**src/design/spi_pkg.sv**
```systemverilog
// Shared constants for the SPI master. PRESC_CNT_W must equal 2**PRESC_SEL_W so the largest select fits.
package spi_pkg;

    //////////////////////////////////////////////////
    // Word and configuration widths
    //////////////////////////////////////////////////

    localparam int WORD_LEN    = 8;  // Bits shifted per transfer.
    localparam int PRESC_SEL_W = 3;  // Select p gives a half period of 2^(p+1) clk cycles.
    localparam int PRESC_CNT_W = 8;  // Wide enough for 2^(7+1)-1.
    localparam int MODE_W      = 2;  // SPI mode 0 to 3.

    // Positions of the clock phase and polarity inside the mode field.
    localparam int MODE_CPHA_BIT = 0;
    localparam int MODE_CPOL_BIT = 1;

    // The SCK progress counter holds a bit number above a one-bit phase.
    localparam int BIT_NUM_W = 4;
    localparam int SCK_CNT_W = BIT_NUM_W + 1;

    //////////////////////////////////////////////////
    // State encodings
    //////////////////////////////////////////////////

    // Command latch. The word sits in HELD for one cycle before it is offered.
    localparam int               LAT_STATE_W = 2;
    localparam logic [1:0]       LAT_EMPTY   = 2'd0;
    localparam logic [1:0]       LAT_HELD    = 2'd1;
    localparam logic [1:0]       LAT_REQ     = 2'd2;
    localparam logic [1:0]       LAT_DRAIN   = 2'd3;

    // Receive buffer.
    localparam int               BUF_STATE_W = 2;
    localparam logic [1:0]       BUF_EMPTY   = 2'd0;
    localparam logic [1:0]       BUF_OFFER   = 2'd1;  // rx_req is high.
    localparam logic [1:0]       BUF_WAIT    = 2'd2;  // Waiting for rx_ack to fall.

    typedef logic [WORD_LEN-1:0] word_t;  // One transfer word.

    // The engine counts half periods on raw and decodes them through f.
    typedef union packed {
        logic [SCK_CNT_W-1:0] raw;
        struct packed {
            logic [BIT_NUM_W-1:0] bit_num;  // Bits completed so far.
            logic                 phase;    // First or second half of the bit.
        } f;
    } sck_count_u;

endpackage

```
**src/design/spi_cmd_latch.sv**
```systemverilog
// Holds one command at a time. A new tx_req is refused until the engine has taken the last one.
`timescale 1ns/1ps

module spi_cmd_latch import spi_pkg::*; (
    input  logic                   clk,
    input  logic                   rst,
    input  logic                   tx_req,
    input  word_t                  tx_data,
    input  logic [MODE_W-1:0]      mode,
    input  logic                   lsb_first,
    input  logic [PRESC_SEL_W-1:0] prescale,
    output logic                   tx_ack,
    output logic                   cmd_req,
    output word_t                  cmd_word,
    output logic [MODE_W-1:0]      cmd_mode,
    output logic                   cmd_lsb_first,
    output logic [PRESC_SEL_W-1:0] cmd_prescale,
    input  logic                   cmd_ack
);

    logic [LAT_STATE_W-1:0] state;
    logic                   accept;

    // A request is taken only from a clean handshake with nothing pending.
    assign accept = (state == LAT_EMPTY) && tx_req && !tx_ack;

    assign cmd_req = (state == LAT_REQ);  // Decoded straight from the state register.

    //////////////////////////////////////////////////
    // Host and engine handshakes
    //////////////////////////////////////////////////

    always_ff @(posedge clk or posedge rst) begin
        if (rst) begin
            tx_ack <= 1'b0;
            state  <= LAT_EMPTY;
        end else begin
            if (accept) begin
                tx_ack <= 1'b1;  // Host may change its fields from now on.
            end else if (!tx_req) begin
                tx_ack <= 1'b0;  // Closing half of the four-phase exchange.
            end

            case (state)
                LAT_EMPTY: if (accept)   state <= LAT_HELD;
                LAT_HELD:                state <= LAT_REQ;    // One cycle of settle time.
                LAT_REQ:   if (cmd_ack)  state <= LAT_DRAIN;  // Engine has started.
                LAT_DRAIN: if (!cmd_ack) state <= LAT_EMPTY;
                default:                 state <= LAT_EMPTY;
            endcase
        end
    end

    // The pending fields. They only change on accept, which needs an empty latch.
    always_ff @(posedge clk) begin
        if (accept) begin
            cmd_word      <= tx_data;
            cmd_mode      <= mode;
            cmd_lsb_first <= lsb_first;
            cmd_prescale  <= prescale;
        end
    end

    // The engine copies the word at start, so it must not move under a live request.
    a_cmd_word_stable: assert property (@(posedge clk) disable iff (rst)
        cmd_req |=> (!cmd_req || $stable(cmd_word)))
        else $error("cmd_word changed while cmd_req was high");

endmodule

```
**src/design/spi_master_top.sv**
```systemverilog
// SPI master top. One word per handshake and ss rises after every word.
`timescale 1ns/1ps

module spi_master_top import spi_pkg::*; (
    input  logic                   clk,
    input  logic                   rst,
    // Host transmit side.
    input  logic                   tx_req,
    input  word_t                  tx_data,
    input  logic [MODE_W-1:0]      mode,
    input  logic                   lsb_first,
    input  logic [PRESC_SEL_W-1:0] prescale,
    output logic                   tx_ack,
    // Host receive side.
    output logic                   rx_req,
    output word_t                  rx_data,
    input  logic                   rx_ack,
    // SPI pins.
    output logic                   ss,
    output logic                   sck,
    output logic                   mosi,
    input  logic                   miso
);

    // Latch to engine.
    logic                   cmd_req;
    logic                   cmd_ack;
    word_t                  cmd_word;
    logic [MODE_W-1:0]      cmd_mode;
    logic                   cmd_lsb_first;
    logic [PRESC_SEL_W-1:0] cmd_prescale;

    // Engine to receive buffer.
    logic                   word_done;
    word_t                  rx_word;
    logic                   buf_free;

    //////////////////////////////////////////////////
    // Instances
    //////////////////////////////////////////////////

    spi_cmd_latch u_cmd_latch (
        .clk           (clk),
        .rst           (rst),
        .tx_req        (tx_req),
        .tx_data       (tx_data),
        .mode          (mode),
        .lsb_first     (lsb_first),
        .prescale      (prescale),
        .tx_ack        (tx_ack),
        .cmd_req       (cmd_req),
        .cmd_word      (cmd_word),
        .cmd_mode      (cmd_mode),
        .cmd_lsb_first (cmd_lsb_first),
        .cmd_prescale  (cmd_prescale),
        .cmd_ack       (cmd_ack)
    );

    spi_shift_engine u_shift_engine (
        .clk           (clk),
        .rst           (rst),
        .cmd_req       (cmd_req),
        .cmd_word      (cmd_word),
        .cmd_mode      (cmd_mode),
        .cmd_lsb_first (cmd_lsb_first),
        .cmd_prescale  (cmd_prescale),
        .cmd_ack       (cmd_ack),
        .buf_free      (buf_free),
        .word_done     (word_done),
        .rx_word       (rx_word),
        .ss            (ss),
        .sck           (sck),
        .mosi          (mosi),
        .miso          (miso)
    );

    spi_rx_buffer u_rx_buffer (
        .clk       (clk),
        .rst       (rst),
        .word_done (word_done),
        .rx_word   (rx_word),
        .buf_free  (buf_free),
        .rx_req    (rx_req),
        .rx_data   (rx_data),
        .rx_ack    (rx_ack)
    );

endmodule

```
**src/design/spi_rx_buffer.sv**
```systemverilog
// Single-word receive holder. While it is full the engine will not start another word.
`timescale 1ns/1ps

module spi_rx_buffer import spi_pkg::*; (
    input  logic  clk,
    input  logic  rst,
    input  logic  word_done,
    input  word_t rx_word,
    output logic  buf_free,
    output logic  rx_req,
    output word_t rx_data,
    input  logic  rx_ack
);

    logic [BUF_STATE_W-1:0] state;

    //////////////////////////////////////////////////
    // Host receive handshake
    //////////////////////////////////////////////////

    always_ff @(posedge clk or posedge rst) begin
        if (rst) begin
            state <= BUF_EMPTY;
        end else begin
            case (state)
                BUF_EMPTY: if (word_done) state <= BUF_OFFER;  // rx_req rises next cycle.
                BUF_OFFER: if (rx_ack)    state <= BUF_WAIT;
                BUF_WAIT:  if (!rx_ack)   state <= BUF_EMPTY;  // Free only after ack falls.
                default:                  state <= BUF_EMPTY;
            endcase
        end
    end

    // The received word. The engine only finishes a word while buf_free is high.
    always_ff @(posedge clk) begin
        if (word_done) begin
            rx_data <= rx_word;
        end
    end

    assign rx_req   = (state == BUF_OFFER);
    assign buf_free = (state == BUF_EMPTY);  // Gates the next start in the engine.

    // The host may read rx_data at any cycle of the offer.
    a_rx_data_stable: assert property (@(posedge clk) disable iff (rst)
        rx_req |=> (!rx_req || $stable(rx_data)))
        else $error("rx_data changed while rx_req was high");

endmodule

```
**src/design/spi_shift_engine.sv**
```systemverilog
// Runs one SPI word per command with ss low for the whole word. Mode and divider are fixed at start.
`timescale 1ns/1ps

module spi_shift_engine import spi_pkg::*; (
    input  logic                   clk,
    input  logic                   rst,
    input  logic                   cmd_req,
    input  word_t                  cmd_word,
    input  logic [MODE_W-1:0]      cmd_mode,
    input  logic                   cmd_lsb_first,
    input  logic [PRESC_SEL_W-1:0] cmd_prescale,
    output logic                   cmd_ack,
    input  logic                   buf_free,
    output logic                   word_done,
    output word_t                  rx_word,
    output logic                   ss,
    output logic                   sck,
    output logic                   mosi,
    input  logic                   miso
);

    logic                   busy;         // High from start until ss rises again.
    sck_count_u             cnt;          // Half periods done in this word.
    sck_count_u             cnt_inc;
    logic [PRESC_CNT_W-1:0] presc_cnt;
    logic [PRESC_CNT_W-1:0] half_lim;     // Last count of a half period.
    logic [PRESC_SEL_W-1:0] presc_sel_r;
    logic                   cpha_r;
    logic                   cpol_r;
    logic                   lsb_r;
    word_t                  tx_sh;        // Bits still to be driven.
    word_t                  rx_sh;        // Bits sampled so far.
    word_t                  rx_shifted;
    logic                   mosi_r;
    logic                   start;
    logic                   cnt_done;
    logic                   half_end;
    logic                   last_edge;
    logic                   sample_now;

    // Drop the leading bit and fill with ones from the far end.
    function automatic word_t shift_out(input word_t w, input logic lsb);
        return lsb ? {1'b1, w[WORD_LEN-1:1]} : {w[WORD_LEN-2:0], 1'b1};
    endfunction

    function automatic logic lead_bit(input word_t w, input logic lsb);
        return lsb ? w[0] : w[WORD_LEN-1];
    endfunction

    //////////////////////////////////////////////////
    // Event decode
    //////////////////////////////////////////////////

    // Only the engine looks at buf_free, so a finished word always has a home.
    assign start = !busy && cmd_req && buf_free && !cmd_ack;

    // 2^(p+1)-1 is the all-ones mask cut down to p+1 bits.
    assign half_lim = {PRESC_CNT_W{1'b1}} >> (PRESC_SEL_W'(PRESC_CNT_W - 1) - presc_sel_r);

    assign cnt_inc.raw = cnt.raw + 1'b1;
    assign cnt_done    = (cnt.f.bit_num == BIT_NUM_W'(WORD_LEN));  // Last cycle before ss rises.
    assign half_end    = busy && !cnt_done && (presc_cnt == half_lim);
    assign last_edge   = half_end && (cnt_inc.f.bit_num == BIT_NUM_W'(WORD_LEN));
    assign sample_now  = (cnt.f.phase == cpha_r);  // Otherwise this edge drives.

    // MSB first fills from the bottom, LSB first from the top.
    assign rx_shifted = lsb_r ? {miso, rx_sh[WORD_LEN-1:1]} : {rx_sh[WORD_LEN-2:0], miso};

    //////////////////////////////////////////////////
    // Control
    //////////////////////////////////////////////////

    always_ff @(posedge clk or posedge rst) begin
        if (rst) begin
            busy        <= 1'b0;
            ss          <= 1'b1;
            cmd_ack     <= 1'b0;
            word_done   <= 1'b0;
            cnt.raw     <= '0;
            presc_cnt   <= '0;
            presc_sel_r <= '0;
            cpha_r      <= 1'b0;
            cpol_r      <= 1'b0;  // sck rests low after reset.
            lsb_r       <= 1'b0;
        end else begin
            word_done <= last_edge;  // The buffer captures rx_word on this pulse.

            if (start) begin
                cmd_ack <= 1'b1;
            end else if (!cmd_req) begin
                cmd_ack <= 1'b0;  // Held until the latch drops its request.
            end

            if (start) begin
                busy        <= 1'b1;
                ss          <= 1'b0;
                cnt.raw     <= '0;
                presc_cnt   <= '0;
                presc_sel_r <= cmd_prescale;
                cpha_r      <= cmd_mode[MODE_CPHA_BIT];
                cpol_r      <= cmd_mode[MODE_CPOL_BIT];
                lsb_r       <= cmd_lsb_first;
            end else if (busy) begin
                if (cnt_done) begin
                    busy    <= 1'b0;
                    ss      <= 1'b1;  // Rises together with rx_req.
                    cnt.raw <= '0;
                end else if (presc_cnt == half_lim) begin
                    presc_cnt <= '0;
                    cnt       <= cnt_inc;  // sck toggles here.
                end else begin
                    presc_cnt <= presc_cnt + 1'b1;
                end
            end
        end
    end

    //////////////////////////////////////////////////
    // Data path
    //////////////////////////////////////////////////

    always_ff @(posedge clk) begin
        if (start) begin
            if (cmd_mode[MODE_CPHA_BIT]) begin
                tx_sh  <= cmd_word;  // First bit goes out on the leading edge.
                mosi_r <= 1'b1;
            end else begin
                tx_sh  <= shift_out(cmd_word, cmd_lsb_first);
                mosi_r <= lead_bit(cmd_word, cmd_lsb_first);  // Valid before the first edge.
            end
        end else if (half_end) begin
            if (sample_now) begin
                rx_sh <= rx_shifted;
                if (last_edge) begin
                    rx_word <= rx_shifted;  // CPHA 1 samples its last bit on the final edge.
                end
            end else if (last_edge) begin
                rx_word <= rx_sh;  // No more bits to drive.
            end else begin
                mosi_r <= lead_bit(tx_sh, lsb_r);
                tx_sh  <= shift_out(tx_sh, lsb_r);
            end
        end
    end

    assign sck  = cnt.f.phase ^ cpol_r;  // Phase 0 is the idle level.
    assign mosi = ss ? 1'b1 : mosi_r;    // Line parks high between words.

    // The counter must be back at zero whenever the slave is deselected.
    a_sck_idle: assert property (@(posedge clk) disable iff (rst)
        ss |-> (sck == cpol_r))
        else $error("sck left its idle level while ss was high");

    // A word finishing into a full buffer would be lost.
    a_done_free: assert property (@(posedge clk) disable iff (rst)
        word_done |-> buf_free)
        else $error("word_done fired while the receive buffer was full");

endmodule

```
**config.mk**
```make
export PLATFORM = sky130hd
export DESIGN_NAME = spi_master_top
export DESIGN_NICKNAME = d
export VERILOG_FILES = /design/src/design/spi_pkg.sv /design/src/design/spi_cmd_latch.sv /design/src/design/spi_master_top.sv /design/src/design/spi_rx_buffer.sv /design/src/design/spi_shift_engine.sv
export SDC_FILE = /design/constraint.sdc
export NUM_CORES = 1
export LEC_CHECK = 0
export ABC_AREA = 1
export BUFFER_PORTS_ARGS = -buffer_cell sky130_fd_sc_hd__buf_2
export CAP_MARGIN = 20
export CORE_ASPECT_RATIO = 0.9
export CORE_MARGIN = 4
export CORE_UTILIZATION = 55
export DETAILED_ROUTE_END_ITERATION = 8
export PLACE_DENSITY = 0.85
export SLEW_MARGIN = 20
export SYNTH_ARGS = -nofsm -noshare
export SYNTH_HDL_FRONTEND = slang
export SYNTH_SLANG_ARGS = --single-unit
export TNS_END_PERCENT = 50
```
**constraint.sdc**
```tcl
create_clock -name clk -period 2.6 [get_ports clk]
set_clock_uncertainty 0.1 [all_clocks]
set_input_delay 0.39 -clock clk [delete_from_list [all_inputs] [get_ports clk]]
set_output_delay 0.39 -clock clk [all_outputs]
set_load 0.1 [all_outputs]
```
Yosys cells after proc, flatten, opt, wreduce, memory -nomap -nowiden
Cells that the tools add are included.
- register bits after elaboration: 75
- input bits: 19
- output and inout bits: 13
- word-level logic and storage cells: 119
- add/sub/neg operators: 3
- equal/unequal tests: 20
- shifts and indexed selects: 1
- muxes and demuxes: 45
- bitwise operators: 2
- reduce and logical (&&, ||, !) cells: 26
- operators with widths (kind ; count):
    $mux 8 ; 15
    $mux 5 ; 4
    $mux 1 ; 18
    $reduce_and 3->1 ; 5
    $mux 2 ; 6
    $ne 2x1->1 const B ; 6
    $ne 2x2->1 const B ; 5
    $add 8x1->8 const B ; 1
    $eq 4x4->1 const B ; 2
    $eq 8x8->1 ; 1
    $logic_and 1x1->1 ; 8
    $pmux 2 s4 ; 1
    $shr 8x3->8 const A ; 1
    $eq 2x2->1 const B ; 3
    $pmux 2 s3 ; 1
    $reduce_and 2->1 ; 3
    $reduce_bool 2->1 ; 3
    $add 5x1->5 const B ; 1
    $eq 2x1->1 const B ; 2
    $logic_not 1->1 ; 4
    $logic_not 2->1 ; 2
    $reduce_bool 3->1 ; 1
    $sub 3x3->3 const A ; 1
    $eq 1x1->1 ; 1
    2 further kinds ; 2

Logic depth before layout (Yosys ltp)
- word-level depth: 9
- mapped depth: 12
- mapped depth without buffers: 11

By module
Synthesis repeated with hierarchy kept, for this count alone.
- cells, all modules: 402
- area, all modules: 3736.1 um^2
- modules (own cells, without submodules) (module ; times used ; cells each ; area each (um^2) ; seq. area each (um^2)):
    spi_shift_engine ; 1 ; 336 ; 2752.6 ; 1327.5
    spi_cmd_latch ; 1 ; 44 ; 644.4 ; 495.5
    spi_rx_buffer ; 1 ; 22 ; 339.1 ; 290.3

Worst setup path before layout
Ideal clock, no wire load.
- path kind: register to output
- start: register u_shift_engine.cnt[0] (netlist name)
- end: output sck
- arrival: 1878 ps
- data required time: 2110 ps
- path slack: 232 ps
- cell stages (with the launch flop): 2
- buffers on the path: 0
- cell sequence: dfrtp_1 -> xor2_1
- longest elaborated chain between the ends: 1
- RTL lines (item ; RTL line ; text):
    from (decl) ; spi_shift_engine.sv:23 ; sck_count_u cnt;
    from (signal assigned) ; spi_shift_engine.sv:110 ; cnt <= cnt_inc;
    $xor 1x1->1 ; spi_shift_engine.sv:146 ; assign sck = cnt.f.phase ^ cpol_r;
    to (decl) ; spi_master_top.sv:20 ; output logic sck,
No other way between the ends.

Final worst setup path
- start: register u_cmd_latch.state[0]
- end: register u_shift_engine.tx_sh[1], data pin
- longest elaborated chain between the ends: 5
- RTL lines (item ; RTL line ; text):
    from (decl) ; spi_cmd_latch.sv:21 ; logic [LAT_STATE_W-1:0] state;
    from (signal assigned) ; spi_cmd_latch.sv:36 ; state <= LAT_EMPTY;
    from (signal assigned) ; spi_cmd_latch.sv:45 ; LAT_EMPTY: if (accept) state <= LAT_HELD;
    from (signal assigned) ; spi_cmd_latch.sv:46 ; LAT_HELD: state <= LAT_REQ;
    $eq 2x2->1 ; spi_cmd_latch.sv:27 ; assign cmd_req = (state == LAT_REQ);
    $logic_and 1x1->1 (3 in a row) ; spi_shift_engine.sv:55 ; assign start = !busy && cmd_req && buf_free && !cmd_ack;
    $mux 8 ; spi_shift_engine.sv:123 ; if (start) begin
    to (signal assigned) ; spi_shift_engine.sv:125 ; tx_sh <= cmd_word;
    to (signal assigned) ; spi_shift_engine.sv:128 ; tx_sh <= shift_out(cmd_word, cmd_lsb_first);
    to (signal assigned) ; spi_shift_engine.sv:141 ; tx_sh <= shift_out(tx_sh, lsb_r);
    to (decl) ; spi_shift_engine.sv:31 ; word_t tx_sh;
No other way between the ends.
A chain may end at the register's enable or synchronous reset.

==> summary by stage <==
Placed design
The placed instances occupy a cell area of approximately 3800 um^2. The HPWL after detailed placement is 4.40 mm. Buffers placed on the I/O ports in this run total 31. The congestion estimate from routability-driven global placement came to 0.859. At the placement stage, the worst setup path has a slack of 0.449 ns. The total placed cells including tap cells is 477.

CTS
The root buffer cell is sky130_fd_sc_hd__clkbuf_8. The number of buffers inserted during clock tree synthesis is 9. TritonCTS built the clock tree. The clock passes through at most 2 buffers. The clock transition at the register clock pins on the worst setup and hold paths after CTS is 0.07 ns. The total number of clock tree sinks is 75.

The insertion delay of the later-clocked pin in the worst-skew pair is 0.35 ns. CTS built an H-tree with a depth of 3. The setup fix buffers added after clock tree synthesis is 0. The count of instances resized after the clock tree is built is 0.

Global routing
The via count of the first global-routing pass is 2,391. The largest net degree at the start of global routing is 29. The total grt overflow is 0. The number of antenna violations at the first check in global routing is 0. The first-pass GRT wire length is 10.5 mm. Global routing used 17.2% of the available tracks.

Floorplanning
The die boundary width is a little over 90 um. The die extent in y is 84.1 um. The initialized floorplan defines 27 standard-cell rows. 32 I/O pins were placed. The core region is 6180 um^2.

The initial utilization of the core area, before any placement, comes to a little under three fifths. The die covers 7790 um^2.

Status
The flow ran to the end, and the final reports show no timing, DRC or antenna violations.

Final layout
The growth of design area from synthesis to finish is 13.1%. The cell area after layout is 4010 um^2. The total number of nets in the final design is 427. The count of placed standard cells in the final layout, fillers left out is 494. The sequential standard cell area is 2110 um^2. The diode insertion count for antenna repair is 0. Cells with a size suffix above 1 make up between 10% and 20% of the layout. After filler insertion, the fill cell instance count of the layout stands at roughly 470. The multi-input logic area is 1240 um^2.

Timing
The final critical delay including setup and external delays is 2.19 ns. The minimum hold slack is 0.115 ns. The number of pins exceeding their max-slew limit in the final report is 0. In this run the tightest slew margin relative to its limit is 56.5%. The fmax is 456 MHz. After layout, the worst setup slack is ~0.41 ns.

The number of failing hold endpoints at the final stage is 0. The final critical-path share of the clock period is 84.4%. Setup violations remaining at the end of the flow were counted as 0. Setup total negative slack on the finished layout was measured at 0 ns. For the pin with the worst max-slew slack, the measured transition is 0.653 ns.

Setup repair after global routing left no endpoint under its margin.

Worst setup path
The critical path contains buffers and inverters numbering 3 combined. The cell occurring most often along the worst timing path is sky130_fd_sc_hd__inv_1. The slowest stage of the critical path belongs to the cell sky130_fd_sc_hd__dfrtp_1. The kind of capture point of the worst setup path is a flip-flop. Walking the worst path, the cells encountered are inv_1 -> ha_1 -> inv_1 -> nor2_2 -> nand3_2 -> buf_4 -> a211oi_1 -> a31oi_1. The data arrival at the endpoint of the critical path is ~2.2 ns.

STA puts the critical path data required time at 2.58 ns. In this design, the stage delay of the slowest critical-path cell is 0.39 ns. The critical path startpoint category is a flip-flop. Of all nets on the critical path, the largest fanout is 18. The worst setup path is of the flip-flop to flip-flop kind.

The cell family contributing the most delay on the critical path is buffers and inverters.

Logic synthesis
The most used flip-flop cell after synthesis is sky130_fd_sc_hd__edfxtp_1. The synthesized netlist occupies a cell area of 3540 um^2. Ranked by total cell area, the synthesized netlist is headed by sky130_fd_sc_hd__edfxtp_1, sky130_fd_sc_hd__dfrtp_1, sky130_fd_sc_hd__nand2_1, sky130_fd_sc_hd__o21ai_0, sky130_fd_sc_hd__inv_1.

For this run, asynchronously set or reset flops after synthesis account for 37.3%. A synthesized cell averages 9.76 um^2. The cell taking the most area after synthesis is sky130_fd_sc_hd__edfxtp_1. Of the post-synthesis cell area, the dominant cell type holds 39.8%. For this run, the number of Yosys warnings is 0. The distinct cell type count after synthesis is 37. The commonest cells after synthesis are sky130_fd_sc_hd__nand2_1, sky130_fd_sc_hd__edfxtp_1, sky130_fd_sc_hd__inv_1, sky130_fd_sc_hd__o21ai_0, sky130_fd_sc_hd__dfrtp_1. The count of flip-flops with a built-in enable after synthesis is 47. The number of synthesized register bits is 75.

The synthesized netlist net count is 388. Synthesis produced a netlist whose cell count is 363. The most instantiated library cell after synthesis is sky130_fd_sc_hd__nand2_1. The share of synthesized area occupied by flip-flops and latches is 59.6%.

Detailed routing
The DRC violation count after routing is 0. The number of routed nets with antenna violations is 0. The detailed-route via count is 2,541.

Summed over all layers, the routed wires come to 6.16 mm. Before antenna repair, the detailed router went through 6 iterations. In the final routed layout, each cell accounts on average for 12.5 um. For this block, the initial DRC count from the detailed router was 204.

Dividing the detail-routed via count by the number of cells gives roughly 5.

Pwr
In this run the static leakage power is 1.77 nW. The ratio of total power to cell area is between 1000 and 1500 nW/um^2. VDD sags by at most 0.721 mV.

Worst hold path
The path class of the tightest hold or removal check is primary input to flip-flop.

Flow run
The number of violations of the max-capacitance limit is 0.
flip-flops by register name, summed over array words and instances, names as in the netlist:
name	flops
u_cmd_latch.cmd_word	8
u_rx_buffer.state	2
u_rx_buffer.rx_data	8
u_shift_engine.presc_cnt	8
u_shift_engine.rx_word	8
u_shift_engine.cmd_ack	1
u_cmd_latch.cmd_mode	2
u_cmd_latch.state	2
u_shift_engine.tx_sh	8
u_shift_engine.word_done	1
u_cmd_latch.cmd_prescale	3
u_shift_engine.busy	1
u_shift_engine.mosi_r	1
u_shift_engine.cpol_r	1
u_shift_engine.cnt	5
u_shift_engine.cpha_r	1
u_shift_engine.lsb_r	1
u_shift_engine.presc_sel_r	3
u_cmd_latch.cmd_lsb_first	1
u_cmd_latch.tx_ack	1
u_shift_engine.ss	1
u_shift_engine.rx_sh	8
power by group:
group / switching, mW / total (mW) / internal, mW
Sequential: 0.257 / 1.85 / 1.59
Clock: 0.415 / 0.854 / 0.439
Combinational: 1.11 / 1.61 / 0.506
Total: 1.78 / 4.32 / 2.54
final timing paths:
| kind | startpoint | endpoint | slack, ns | depth (start not counted) |
|---|---|---|---|---|
| max | u_cmd_latch.state[0] | u_shift_engine.tx_sh[1] | 0.41 | 8 |
| min in group asynchronous | rst | u_cmd_latch.tx_ack | 0.55 | 4 |
| min reg2reg | u_shift_engine.rx_word[1] | u_rx_buffer.rx_data[1] | 0.32 | 0 |
| max in group asynchronous | rst | u_shift_engine.ss | 1.54 | 4 |
| max reg2reg | u_cmd_latch.state[0] | u_shift_engine.tx_sh[1] | 0.41 | 8 |
| min | tx_data[0] | u_cmd_latch.cmd_word[0] | 0.11 | 1 |
metrics by stage:
step	util, %	total power [mW]
after CTS	64.8	4.34
after global placement	61.5	3.41
after detailed placement	61.5	3.47
after global routing	64.8	4.64
after floorplan	-	3.13
final	64.8	4.32
layer usage:
metal | routed length, um | up-vias | share of wire (%) | track usage [%]
met1 | 2840 | 1159 | 46 | 22.1
met4 | 78 | 0 | 1.3 | 5.94
li1 | - | 1298 | - | -
met2 | 2850 | 76 | 46 | 27.7
met3 | 392 | 8 | 6.4 | 5.65
met5 | 0 | - | 0 | 0
layout make-up:
class | instances | share of cell area [%]
sequential | 75 | 52.7
inverter | 38 | 3.56
multi-input combinational | 240 | 30.9
clock buffer | 9 | 3.09
timing repair buffer | 38 | 5.25
tap | 87 | 2.72
clock inverter | 7 | 1.72
cells in the final DEF, fill, tap and decap left out, types with 2 or more instances in the layout:
cell type and n:
sky130_fd_sc_hd__a21oi_1 6, sky130_fd_sc_hd__nand2_1 97, sky130_fd_sc_hd__nand4_1 4, sky130_fd_sc_hd__o31ai_1 2, sky130_fd_sc_hd__xor2_1 8, sky130_fd_sc_hd__buf_2 31, sky130_fd_sc_hd__or2_2 2, sky130_fd_sc_hd__nor2_1 25
sky130_fd_sc_hd__nand3_1 16, sky130_fd_sc_hd__clkinv_2 3, sky130_fd_sc_hd__nand2_4 3, sky130_fd_sc_hd__nor2_2 3, sky130_fd_sc_hd__clkbuf_8 9, sky130_fd_sc_hd__ha_1 6, sky130_fd_sc_hd__a31oi_1 5, sky130_fd_sc_hd__inv_1 35
sky130_fd_sc_hd__buf_4 6, sky130_fd_sc_hd__nand2_2 4, sky130_fd_sc_hd__clkinvlp_4 2, sky130_fd_sc_hd__dfrtp_1 27, sky130_fd_sc_hd__o211ai_1 7, sky130_fd_sc_hd__o21ai_0 32, sky130_fd_sc_hd__nand3_2 2, sky130_fd_sc_hd__o21ai_1 2
sky130_fd_sc_hd__clkinv_1 2, sky130_fd_sc_hd__nor3_1 6, sky130_fd_sc_hd__edfxtp_1 47
kinds of logic (layout without fill, tap and decap cells):
group / Yosys count / count (layout) / synth area share (%)
mux: 1 / 1 / 0.282
compound gates: 59 / 59 / 9.78
simple gates: 165 / 165 / 20.6
fa+ha+maj: 6 / 6 / 2.12
xor+xnor: 9 / 9 / 2.22
flops: 75 / 75 / 59.6
buf+inv: 48 / 92 / 5.40
timing repair:
item	CTS	global route
hold buffers	1	0
setup endpoints to repair	0	0
endpoints found under the hold margin	20	0
No activity file was read; power rests on OpenSTA's default activity.
